==> src/hdl/rs_pkg.sv <==
package rs_pkg;

  // datapath and tag sizes
  localparam int unsigned DATA_W = 32;
  localparam int unsigned TAG_W = 4;

  // station geometry
  localparam int unsigned RS_DEPTH = 8;
  localparam int unsigned RS_IDX_W = 3;
  // picks carry one extra bit so RS_DEPTH can mean "none"
  localparam int unsigned RS_PICK_W = RS_IDX_W + 1;
  localparam logic [RS_PICK_W-1:0] RS_NONE = RS_PICK_W'(RS_DEPTH);

  // shift amount taken from the low bits of b
  localparam int unsigned SHAMT_W = 5;

  typedef enum logic [2:0] {
    ADD,
    ADC,
    SUB,
    AND,
    ORR,
    EOR,
    LSL,
    LSR
  } alu_op_t;

  typedef struct packed {
    logic n;
    logic z;
    logic c;
    logic v;
  } nzcv_t;

  // one source operand, either a value or a pending rob tag
  typedef struct packed {
    logic ready;
    logic [TAG_W-1:0] tag;
    logic [DATA_W-1:0] value;
  } operand_t;

  // flags source, same scheme as an operand
  typedef struct packed {
    logic ready;
    logic [TAG_W-1:0] tag;
    nzcv_t nzcv;
  } flag_src_t;

  typedef struct packed {
    alu_op_t op;
    logic set_nzcv;
    logic uses_nzcv;
    operand_t a;
    operand_t b;
    flag_src_t flags;
    logic [TAG_W-1:0] dst_tag;
  } dispatch_t;

  typedef struct packed {
    logic occupied;
    dispatch_t instr;
  } rs_entry_t;

  // result broadcast from the rob
  typedef struct packed {
    logic valid;
    logic [TAG_W-1:0] tag;
    logic [DATA_W-1:0] value;
    logic set_nzcv;
    nzcv_t nzcv;
  } bcast_t;

  typedef struct packed {
    alu_op_t op;
    logic [DATA_W-1:0] a;
    logic [DATA_W-1:0] b;
    nzcv_t nzcv;
    logic set_nzcv;
    logic [TAG_W-1:0] dst_tag;
  } issue_t;

  typedef struct packed {
    logic [TAG_W-1:0] dst_tag;
    logic [DATA_W-1:0] value;
    logic set_nzcv;
    nzcv_t nzcv;
  } result_t;

endpackage

==> src/hdl/alu_unit.sv <==
module alu_unit
  import rs_pkg::*;
(
  input  logic    in_clk,
  input  logic    in_rst_n,
  input  logic    issue_valid,
  input  issue_t  issue,
  input  logic    kill,
  output logic    result_valid,
  output result_t result
);

  logic [DATA_W-1:0] addend;
  logic [DATA_W-1:0] value;
  logic [DATA_W:0] sum;
  logic [SHAMT_W-1:0] shamt;
  logic carry_in;
  logic carry;
  logic overflow;

  assign shamt = issue.b[SHAMT_W-1:0];

  // one adder for add, adc and sub
  // sub is a plus not b plus one so carry means no borrow
  assign addend = (issue.op == SUB) ? ~issue.b : issue.b;
  assign carry_in = (issue.op == SUB) || ((issue.op == ADC) && issue.nzcv.c);
  assign sum = {1'b0, issue.a} + {1'b0, addend} + {{DATA_W{1'b0}}, carry_in};

  always_comb begin
    value = '0;
    carry = 1'b0;
    overflow = 1'b0;
    unique case (issue.op)
      ADD, ADC, SUB: begin
        value = sum[DATA_W-1:0];
        carry = sum[DATA_W];
        // signs of inputs agree but result sign differs
        overflow = (issue.a[DATA_W-1] == addend[DATA_W-1])
                   && (sum[DATA_W-1] != issue.a[DATA_W-1]);
      end
      AND: value = issue.a & issue.b;
      ORR: value = issue.a | issue.b;
      EOR: value = issue.a ^ issue.b;
      LSL: value = issue.a << shamt;
      LSR: value = issue.a >> shamt;
    endcase
  end

  // valid pulse dropped when a flush hits the in-flight op
  always_ff @(posedge in_clk or negedge in_rst_n) begin
    if (!in_rst_n) begin
      result_valid <= 1'b0;
    end else begin
      result_valid <= issue_valid && !kill;
    end
  end

  // result payload, nzcv only meaningful with set_nzcv
  always_ff @(posedge in_clk) begin
    if (issue_valid) begin
      result.dst_tag <= issue.dst_tag;
      result.value <= value;
      result.set_nzcv <= issue.set_nzcv;
      result.nzcv <= '{n: value[DATA_W-1], z: (value == '0), c: carry, v: overflow};
    end
  end

endmodule

==> src/hdl/rs_alu_top.sv <==
module rs_alu_top
  import rs_pkg::*;
(
  input  logic      in_clk,
  input  logic      in_rst_n,
  input  logic      dispatch_valid,
  input  dispatch_t dispatch,
  input  bcast_t    bcast,
  input  logic      alu_ready,
  input  logic      flush,
  output logic      full,
  output logic      result_valid,
  output result_t   result
);

  // station state seen by the selector
  logic [RS_DEPTH-1:0] occupied;
  logic [RS_DEPTH-1:0] ready;
  // picks with the extra "none" bit
  logic [RS_PICK_W-1:0] free_idx;
  logic [RS_PICK_W-1:0] ready_idx;
  // control commands
  logic write_en;
  logic issue_en;
  logic clear_all;
  logic issue_valid;
  logic kill;
  issue_t issue;

  rs_station u_station (
    .in_clk    (in_clk),
    .in_rst_n  (in_rst_n),
    .write_en  (write_en),
    .write_idx (free_idx[RS_IDX_W-1:0]),
    .dispatch  (dispatch),
    .bcast     (bcast),
    .issue_en  (issue_en),
    .issue_idx (ready_idx[RS_IDX_W-1:0]),
    .clear_all (clear_all),
    .occupied  (occupied),
    .ready     (ready),
    .issue     (issue)
  );

  rs_select u_select (
    .in_clk    (in_clk),
    .in_rst_n  (in_rst_n),
    .occupied  (occupied),
    .ready     (ready),
    .free_idx  (free_idx),
    .ready_idx (ready_idx)
  );

  rs_ctrl u_ctrl (
    .in_clk         (in_clk),
    .in_rst_n       (in_rst_n),
    .dispatch_valid (dispatch_valid),
    .alu_ready      (alu_ready),
    .flush          (flush),
    .free_idx       (free_idx),
    .ready_idx      (ready_idx),
    .write_en       (write_en),
    .issue_en       (issue_en),
    .issue_valid    (issue_valid),
    .clear_all      (clear_all),
    .kill           (kill),
    .full           (full)
  );

  alu_unit u_alu (
    .in_clk       (in_clk),
    .in_rst_n     (in_rst_n),
    .issue_valid  (issue_valid),
    .issue        (issue),
    .kill         (kill),
    .result_valid (result_valid),
    .result       (result)
  );

endmodule

==> src/hdl/rs_ctrl.sv <==
module rs_ctrl
  import rs_pkg::*;
(
  input  logic                 in_clk,
  input  logic                 in_rst_n,
  input  logic                 dispatch_valid,
  input  logic                 alu_ready,
  input  logic                 flush,
  input  logic [RS_PICK_W-1:0] free_idx,
  input  logic [RS_PICK_W-1:0] ready_idx,
  output logic                 write_en,
  output logic                 issue_en,
  output logic                 issue_valid,
  output logic                 clear_all,
  output logic                 kill,
  output logic                 full
);

  // no free slot left
  assign full = (free_idx == RS_NONE);

  // dispatch dropped during flush
  assign write_en = dispatch_valid && !full && !flush;

  // issue needs a ready slot and an idle alu
  assign issue_en = alu_ready && !flush && (ready_idx != RS_NONE);

  // mispredict empties every slot at the next edge
  assign clear_all = flush;

  // valid travels with the registered issue payload
  always_ff @(posedge in_clk or negedge in_rst_n) begin
    if (!in_rst_n) begin
      issue_valid <= 1'b0;
    end else begin
      issue_valid <= issue_en;
    end
  end

  // an issue already in the alu gets cancelled
  assign kill = flush && issue_valid;

  // rename side must stall on full
  a_no_dispatch_when_full : assert property (
    @(posedge in_clk) disable iff (!in_rst_n)
    dispatch_valid |-> !full
  ) else $error("dispatch while station full");

endmodule

==> src/hdl/rs_select.sv <==
module rs_select
  import rs_pkg::*;
(
  input  logic                 in_clk,
  input  logic                 in_rst_n,
  input  logic [RS_DEPTH-1:0]  occupied,
  input  logic [RS_DEPTH-1:0]  ready,
  output logic [RS_PICK_W-1:0] free_idx,
  output logic [RS_PICK_W-1:0] ready_idx
);

  // lowest set bit of a request vector
  // returns RS_NONE when no bit is set
  function automatic logic [RS_PICK_W-1:0] lowest_set(logic [RS_DEPTH-1:0] req);
    logic [RS_PICK_W-1:0] pick;
    pick = RS_NONE;
    // walk down so the lowest index wins
    for (int i = RS_DEPTH - 1; i >= 0; i--) begin
      if (req[i]) begin
        pick = RS_PICK_W'(i);
      end
    end
    return pick;
  endfunction

  // free slot for the next dispatch
  assign free_idx = lowest_set(~occupied);

  // oldest-by-index ready slot for the alu
  assign ready_idx = lowest_set(ready);

  // a ready entry must also hold an instruction
  // otherwise issue would fire on a stale slot
  a_ready_implies_occupied : assert property (
    @(posedge in_clk) disable iff (!in_rst_n)
    (ready & ~occupied) == '0
  ) else $error("ready set on an unoccupied entry: ready=%b occ=%b", ready, occupied);

endmodule

==> src/hdl/rs_station.sv <==
module rs_station
  import rs_pkg::*;
(
  input  logic                in_clk,
  input  logic                in_rst_n,
  input  logic                write_en,
  input  logic [RS_IDX_W-1:0] write_idx,
  input  dispatch_t           dispatch,
  input  bcast_t              bcast,
  input  logic                issue_en,
  input  logic [RS_IDX_W-1:0] issue_idx,
  input  logic                clear_all,
  output logic [RS_DEPTH-1:0] occupied,
  output logic [RS_DEPTH-1:0] ready,
  output issue_t              issue
);

  // occupancy is control state, slot contents are payload
  logic [RS_DEPTH-1:0] occ_q;
  dispatch_t slot_q [RS_DEPTH];
  rs_entry_t entry [RS_DEPTH];
  dispatch_t pick;

  // operand capture on a matching tag
  function automatic operand_t wake_operand(operand_t op, bcast_t bc);
    operand_t res;
    res = op;
    if (bc.valid && !op.ready && op.tag == bc.tag) begin
      res.ready = 1'b1;
      res.value = bc.value;
    end
    return res;
  endfunction

  // flags only wake from a producer that set them
  function automatic flag_src_t wake_flags(flag_src_t fl, bcast_t bc);
    flag_src_t res;
    res = fl;
    if (bc.valid && bc.set_nzcv && !fl.ready && fl.tag == bc.tag) begin
      res.ready = 1'b1;
      res.nzcv = bc.nzcv;
    end
    return res;
  endfunction

  // same compare serves stored entries and the incoming dispatch
  function automatic dispatch_t wake(dispatch_t d, bcast_t bc);
    dispatch_t res;
    res = d;
    res.a = wake_operand(d.a, bc);
    res.b = wake_operand(d.b, bc);
    res.flags = wake_flags(d.flags, bc);
    return res;
  endfunction

  // occupied bits set on write, cleared on issue or flush
  always_ff @(posedge in_clk or negedge in_rst_n) begin
    if (!in_rst_n) begin
      occ_q <= '0;
    end else if (clear_all) begin
      occ_q <= '0;
    end else begin
      // write and issue never target the same slot
      if (issue_en) begin
        occ_q[issue_idx] <= 1'b0;
      end
      if (write_en) begin
        occ_q[write_idx] <= 1'b1;
      end
    end
  end

  // slot payload with wakeup every cycle
  always_ff @(posedge in_clk) begin
    for (int i = 0; i < RS_DEPTH; i++) begin
      if (write_en && write_idx == RS_IDX_W'(i)) begin
        // bypass for a broadcast landing with the dispatch
        slot_q[i] <= wake(dispatch, bcast);
      end else if (occ_q[i]) begin
        slot_q[i] <= wake(slot_q[i], bcast);
      end
    end
  end

  // entry view and ready vector
  for (genvar i = 0; i < RS_DEPTH; i++) begin : g_entry
    assign entry[i].occupied = occ_q[i];
    assign entry[i].instr = slot_q[i];
    assign ready[i] = entry[i].occupied && entry[i].instr.a.ready && entry[i].instr.b.ready
                      && (!entry[i].instr.uses_nzcv || entry[i].instr.flags.ready);
  end

  assign occupied = occ_q;
  assign pick = slot_q[issue_idx];

  // issue register feeds the alu one cycle after the pick
  always_ff @(posedge in_clk) begin
    if (issue_en) begin
      issue.op <= pick.op;
      issue.a <= pick.a.value;
      issue.b <= pick.b.value;
      issue.nzcv <= pick.flags.nzcv;
      issue.set_nzcv <= pick.set_nzcv;
      issue.dst_tag <= pick.dst_tag;
    end
  end

  // the selector must only hand out free slots
  a_no_overwrite : assert property (
    @(posedge in_clk) disable iff (!in_rst_n)
    write_en |-> !occ_q[write_idx]
  ) else $error("dispatch written over occupied entry %0d", write_idx);

endmodule

==> config.mk <==
export PLATFORM = sky130hd
export DESIGN_NAME = rs_alu_top
export DESIGN_NICKNAME = d
export VERILOG_FILES = /design/src/hdl/rs_pkg.sv /design/src/hdl/alu_unit.sv /design/src/hdl/rs_alu_top.sv /design/src/hdl/rs_ctrl.sv /design/src/hdl/rs_select.sv /design/src/hdl/rs_station.sv
export SDC_FILE = /design/constraint.sdc
export NUM_CORES = 2
export LEC_CHECK = 0
export BUFFER_PORTS_ARGS = -buffer_cell sky130_fd_sc_hd__buf_2
export CORE_MARGIN = 5
export CORE_UTILIZATION = 40
export CTS_CLUSTER_DIAMETER = 60
export DETAILED_ROUTE_END_ITERATION = 10
export HOLD_SLACK_MARGIN = 0.03
export MAX_ROUTING_LAYER = met4
export SYNTH_ARGS = -nofsm -noshare
export SYNTH_HDL_FRONTEND = slang
export SYNTH_SLANG_ARGS = --single-unit
==> constraint.sdc <==
create_clock -name in_clk -period 8 [get_ports in_clk]
set_input_delay 0.8 -clock in_clk [delete_from_list [all_inputs] [get_ports in_clk]]
set_output_delay 0.8 -clock in_clk [all_outputs]
set_load 0.01 [all_outputs]
==> impl_metrics.env <==
export IMPL_status="finished, final reports clean"
export IMPL_postLayoutSetupSlackWorst_ns=1.77
export IMPL_grt_remaining_overflow=0
export IMPL_dpl_cell_area_sq_um=48300
export IMPL_crit_chain="nor3b_2, buf_4, xnor2_1, fa_1, fa_1, nand2b_1, a211oi_1, o21ai_0, a21boi_1, xnor2_1, a32oi_1, or4b_2, nor4_1, nand4_1, nor3_2"
export IMPL_port_buffers=175
export IMPL_p_leak_nw=18.8
export IMPL_max_slew_margin_pct=22.3
export IMPL_power_density_nw_per_um2=189
export IMPL_finalPower_mw=9.66
export IMPL_grt_max_degree=102
export IMPL_clk_path_buf_depth=3
export IMPL_synth_ff_type="edfxtp_1"
export IMPL_rows=124
export IMPL_clk_pin_slew_ns=0.06
export IMPL_tns_ns=0
export IMPL_final_cell_mix="edfxtp_1, mux2_2, nand2_1"
export IMPL_dr_wl_met3_um=12300
export IMPL_cts_root_buf="clkbuf_16"
export IMPL_cts_max_level=3
export IMPL_arrival_ns=6.71
export IMPL_post_route_period_util_pct=77.9
export IMPL_setup_violations=0
export IMPL_grt_pass1_wl_um=211000
export IMPL_cp_required_ns=8.49
export IMPL_synth_fp_nets=3794
export IMPL_start_util_pct=40.1
export IMPL_clk_latency_ns=0.70
export IMPL_synth_seq_cells=835
export IMPL_syn_avg_cell_area_sq_um=12.9
export IMPL_timing_fmax_ghz=0.161
export IMPL_die_height_um=348
export IMPL_synthCells=3557
export IMPL_nFillCells=10300
export IMPL_hold_viol=0
export IMPL_maxUsedRoutingLayer="met4"
export IMPL_skew_ns=0.0639
export IMPL_tightestPinTransition_ns=1.16
export IMPL_drc=0
export IMPL_cp_max_fo=32
export IMPL_yosys_area_top_type="edfxtp_1"
export IMPL_layout_commonest_cell="edfxtp_1"
export IMPL_drt_pass1_iterations=6
export IMPL_final_layout_size_suffix_gt1_share_pct=26.6
export IMPL_die_area_sq_um=121000
export IMPL_coreArea_sq_um=114000
export IMPL_nets=3865
export IMPL_holdCritPathClass="in -> reg"
export IMPL_cts_sinks=835
export IMPL_wl_per_cell_um=27.9
export IMPL_die_w_um=348
export IMPL_rsz0062_at_grt="no"
export IMPL_synth_edff_count=825
export IMPL_startpoint_type="flop"
export IMPL_syn_area_sq_um=45800
export IMPL_synth_top_area_share_pct=54.1
export IMPL_cts_buffers=95
export IMPL_grt_pass1_vias=30500
export IMPL_critPathMaxStageDelay_ns=0.85
export IMPL_area_growth_pct=12.0
export IMPL_path_class="reg -> reg"
export IMPL_async_reset_ff_share_pct=1.20
export IMPL_wl_met1_um=61500
export IMPL_hpwl_um=92900
export IMPL_period_minus_slack_ns=6.23
export IMPL_vdd_drop_max_v=0.000165
export IMPL_drt_initial_drc_count=3240
export IMPL_detail_route_antenna_nets=0
export IMPL_ys_types=83
export IMPL_maxCapViolCount=0
export IMPL_vias_per_cell=5.99
export IMPL_grt_usage_pct=23.9
export IMPL_timing_hold_ws_ns=0.392
export IMPL_dr_total_vias=31400
export IMPL_synthTopCellsByArea="edfxtp_1, mux2_2, mux2i_1"
export IMPL_crit_slowest_cell="edfxtp_1"
export IMPL_design_area_sq_um=51200
export IMPL_dpl_worst_slack_ns=1.91
export IMPL_place_congestion=0.979
export IMPL_synth_seq_area_share_pct=54.7
export IMPL_cts_tree="yes"
export IMPL_grt_antenna_before_repair=46
export IMPL_routed_wirelength_um=146000
export IMPL_slew_viol_final=0
export IMPL_route_met2_wl_um=67500
export IMPL_endpoint_kind="flop"
export IMPL_ios=182
export IMPL_yosysWarnings=0
Yosys cell counts (20+ instances only):
cell type  instances
ha_1              96
a21oi_1          148
o21ai_0           85
buf_2             20
xor2_1            27
nor2_1           171
edfxtp_1         825
a22o_1           131
mux2_2           475
mux2i_1          173
nand2_1          265
nor3_1            26
xnor2_1          104
mux4_2            49
a211oi_1          25
a21o_1            32
inv_1            113
clkbuf_1         209
or4_1             20
nand3_1           40
buf_1             41
o211ai_1          35
nor2b_1           20
a221oi_1          72
o221ai_1          64
layout make-up:
cell class / count / area, sq um / area share (%)
Tap cell: 1512 / 1890 / 3.69
Sequential cell: 835 / 25000 / 48.8
Inverter: 117 / 439 / 0.857
Antenna cell: 29 / 72.6 / 0.142
Clock buffer: 113 / 2440 / 4.77
Clock inverter: 52 / 449 / 0.877
Multi-Input combinational cell: 2323 / 19400 / 37.9
Timing Repair Buffer: 256 / 1500 / 2.93
where the power goes:
group,total [mW],switching [mW],internal (mW)
registers,4.89,0.0242,4.87
logic,0.679,0.396,0.284
clock network,4.09,1.83,2.26
sequential cells by signal, indices dropped and copies added (netlist names):
signal and flops:
u_alu.result 40, u_station.occupied 8, u_alu.result_valid 1, u_station.issue 73, u_station.slot_q 712, u_ctrl.issue_valid 1
through the flow:
| step | std cells | util [%] |
|---|---|---|
| after floorplan | 3557 | - |
| after global placement | 5042 | 42.3 |
| after detailed placement | 5042 | 42.3 |
| after CTS | 5208 | 44.9 |
| after global routing | 5233 | 44.9 |
| final | 5237 | 44.9 |
what timing repair did:
action | 4_1_cts | 5_1_grt
hold buffers | 1 | 0
resized for setup | 0 | 0
endpoints found under the hold margin | 10 | 0
setup buffers | 0 | 0
worst max-delay path: cells and delay by family, from the launching register on:
| kind | cells | cell delay, ns |
|---|---|---|
| DFF | 1 | 0.85 |
| xor gates and xnor gates | 2 | 0.33 |
| adders and majority gates | 2 | 0.92 |
| AOI/OAI and AO/OA | 4 | 1.32 |
| buffers and inverters | 1 | 0.48 |
| and+or+nand+nor | 6 | 2.13 |
final timing paths:
path / slack, ns / to / from / depth (start not counted)
max: 1.77 / u_alu.result[2] / u_station.issue[74] / 15
min: 0.39 / u_station.slot_q[3][91] / dispatch[91] / 1
max reg2reg: 1.77 / u_alu.result[2] / u_station.issue[74] / 15
min reg2reg: 0.42 / u_alu.result[4] / u_station.issue[4] / 0
max in group asynchronous: 7.24 / u_ctrl.issue_valid / in_rst_n / 2
min in group asynchronous: 0.52 / u_alu.result_valid / in_rst_n / 2
per-layer routing:
metal,up-vias,GRT usage [%]
met4,0,7.89
met1,15800,31.9
met2,1340,36.8
met5,-,-
met3,285,5.06
li1,14000,-
logic make-up after synthesis:
kind of cell	after synthesis	share of synthesized area [%]
flops	835	54.7
compound gates	728	11.7
mux	703	18.2
simple gates	663	6.73
buf+inv	399	3.50
xor+xnor	131	2.51
fa+ha+maj	98	2.71
Power figures use the tool's default switching activity.
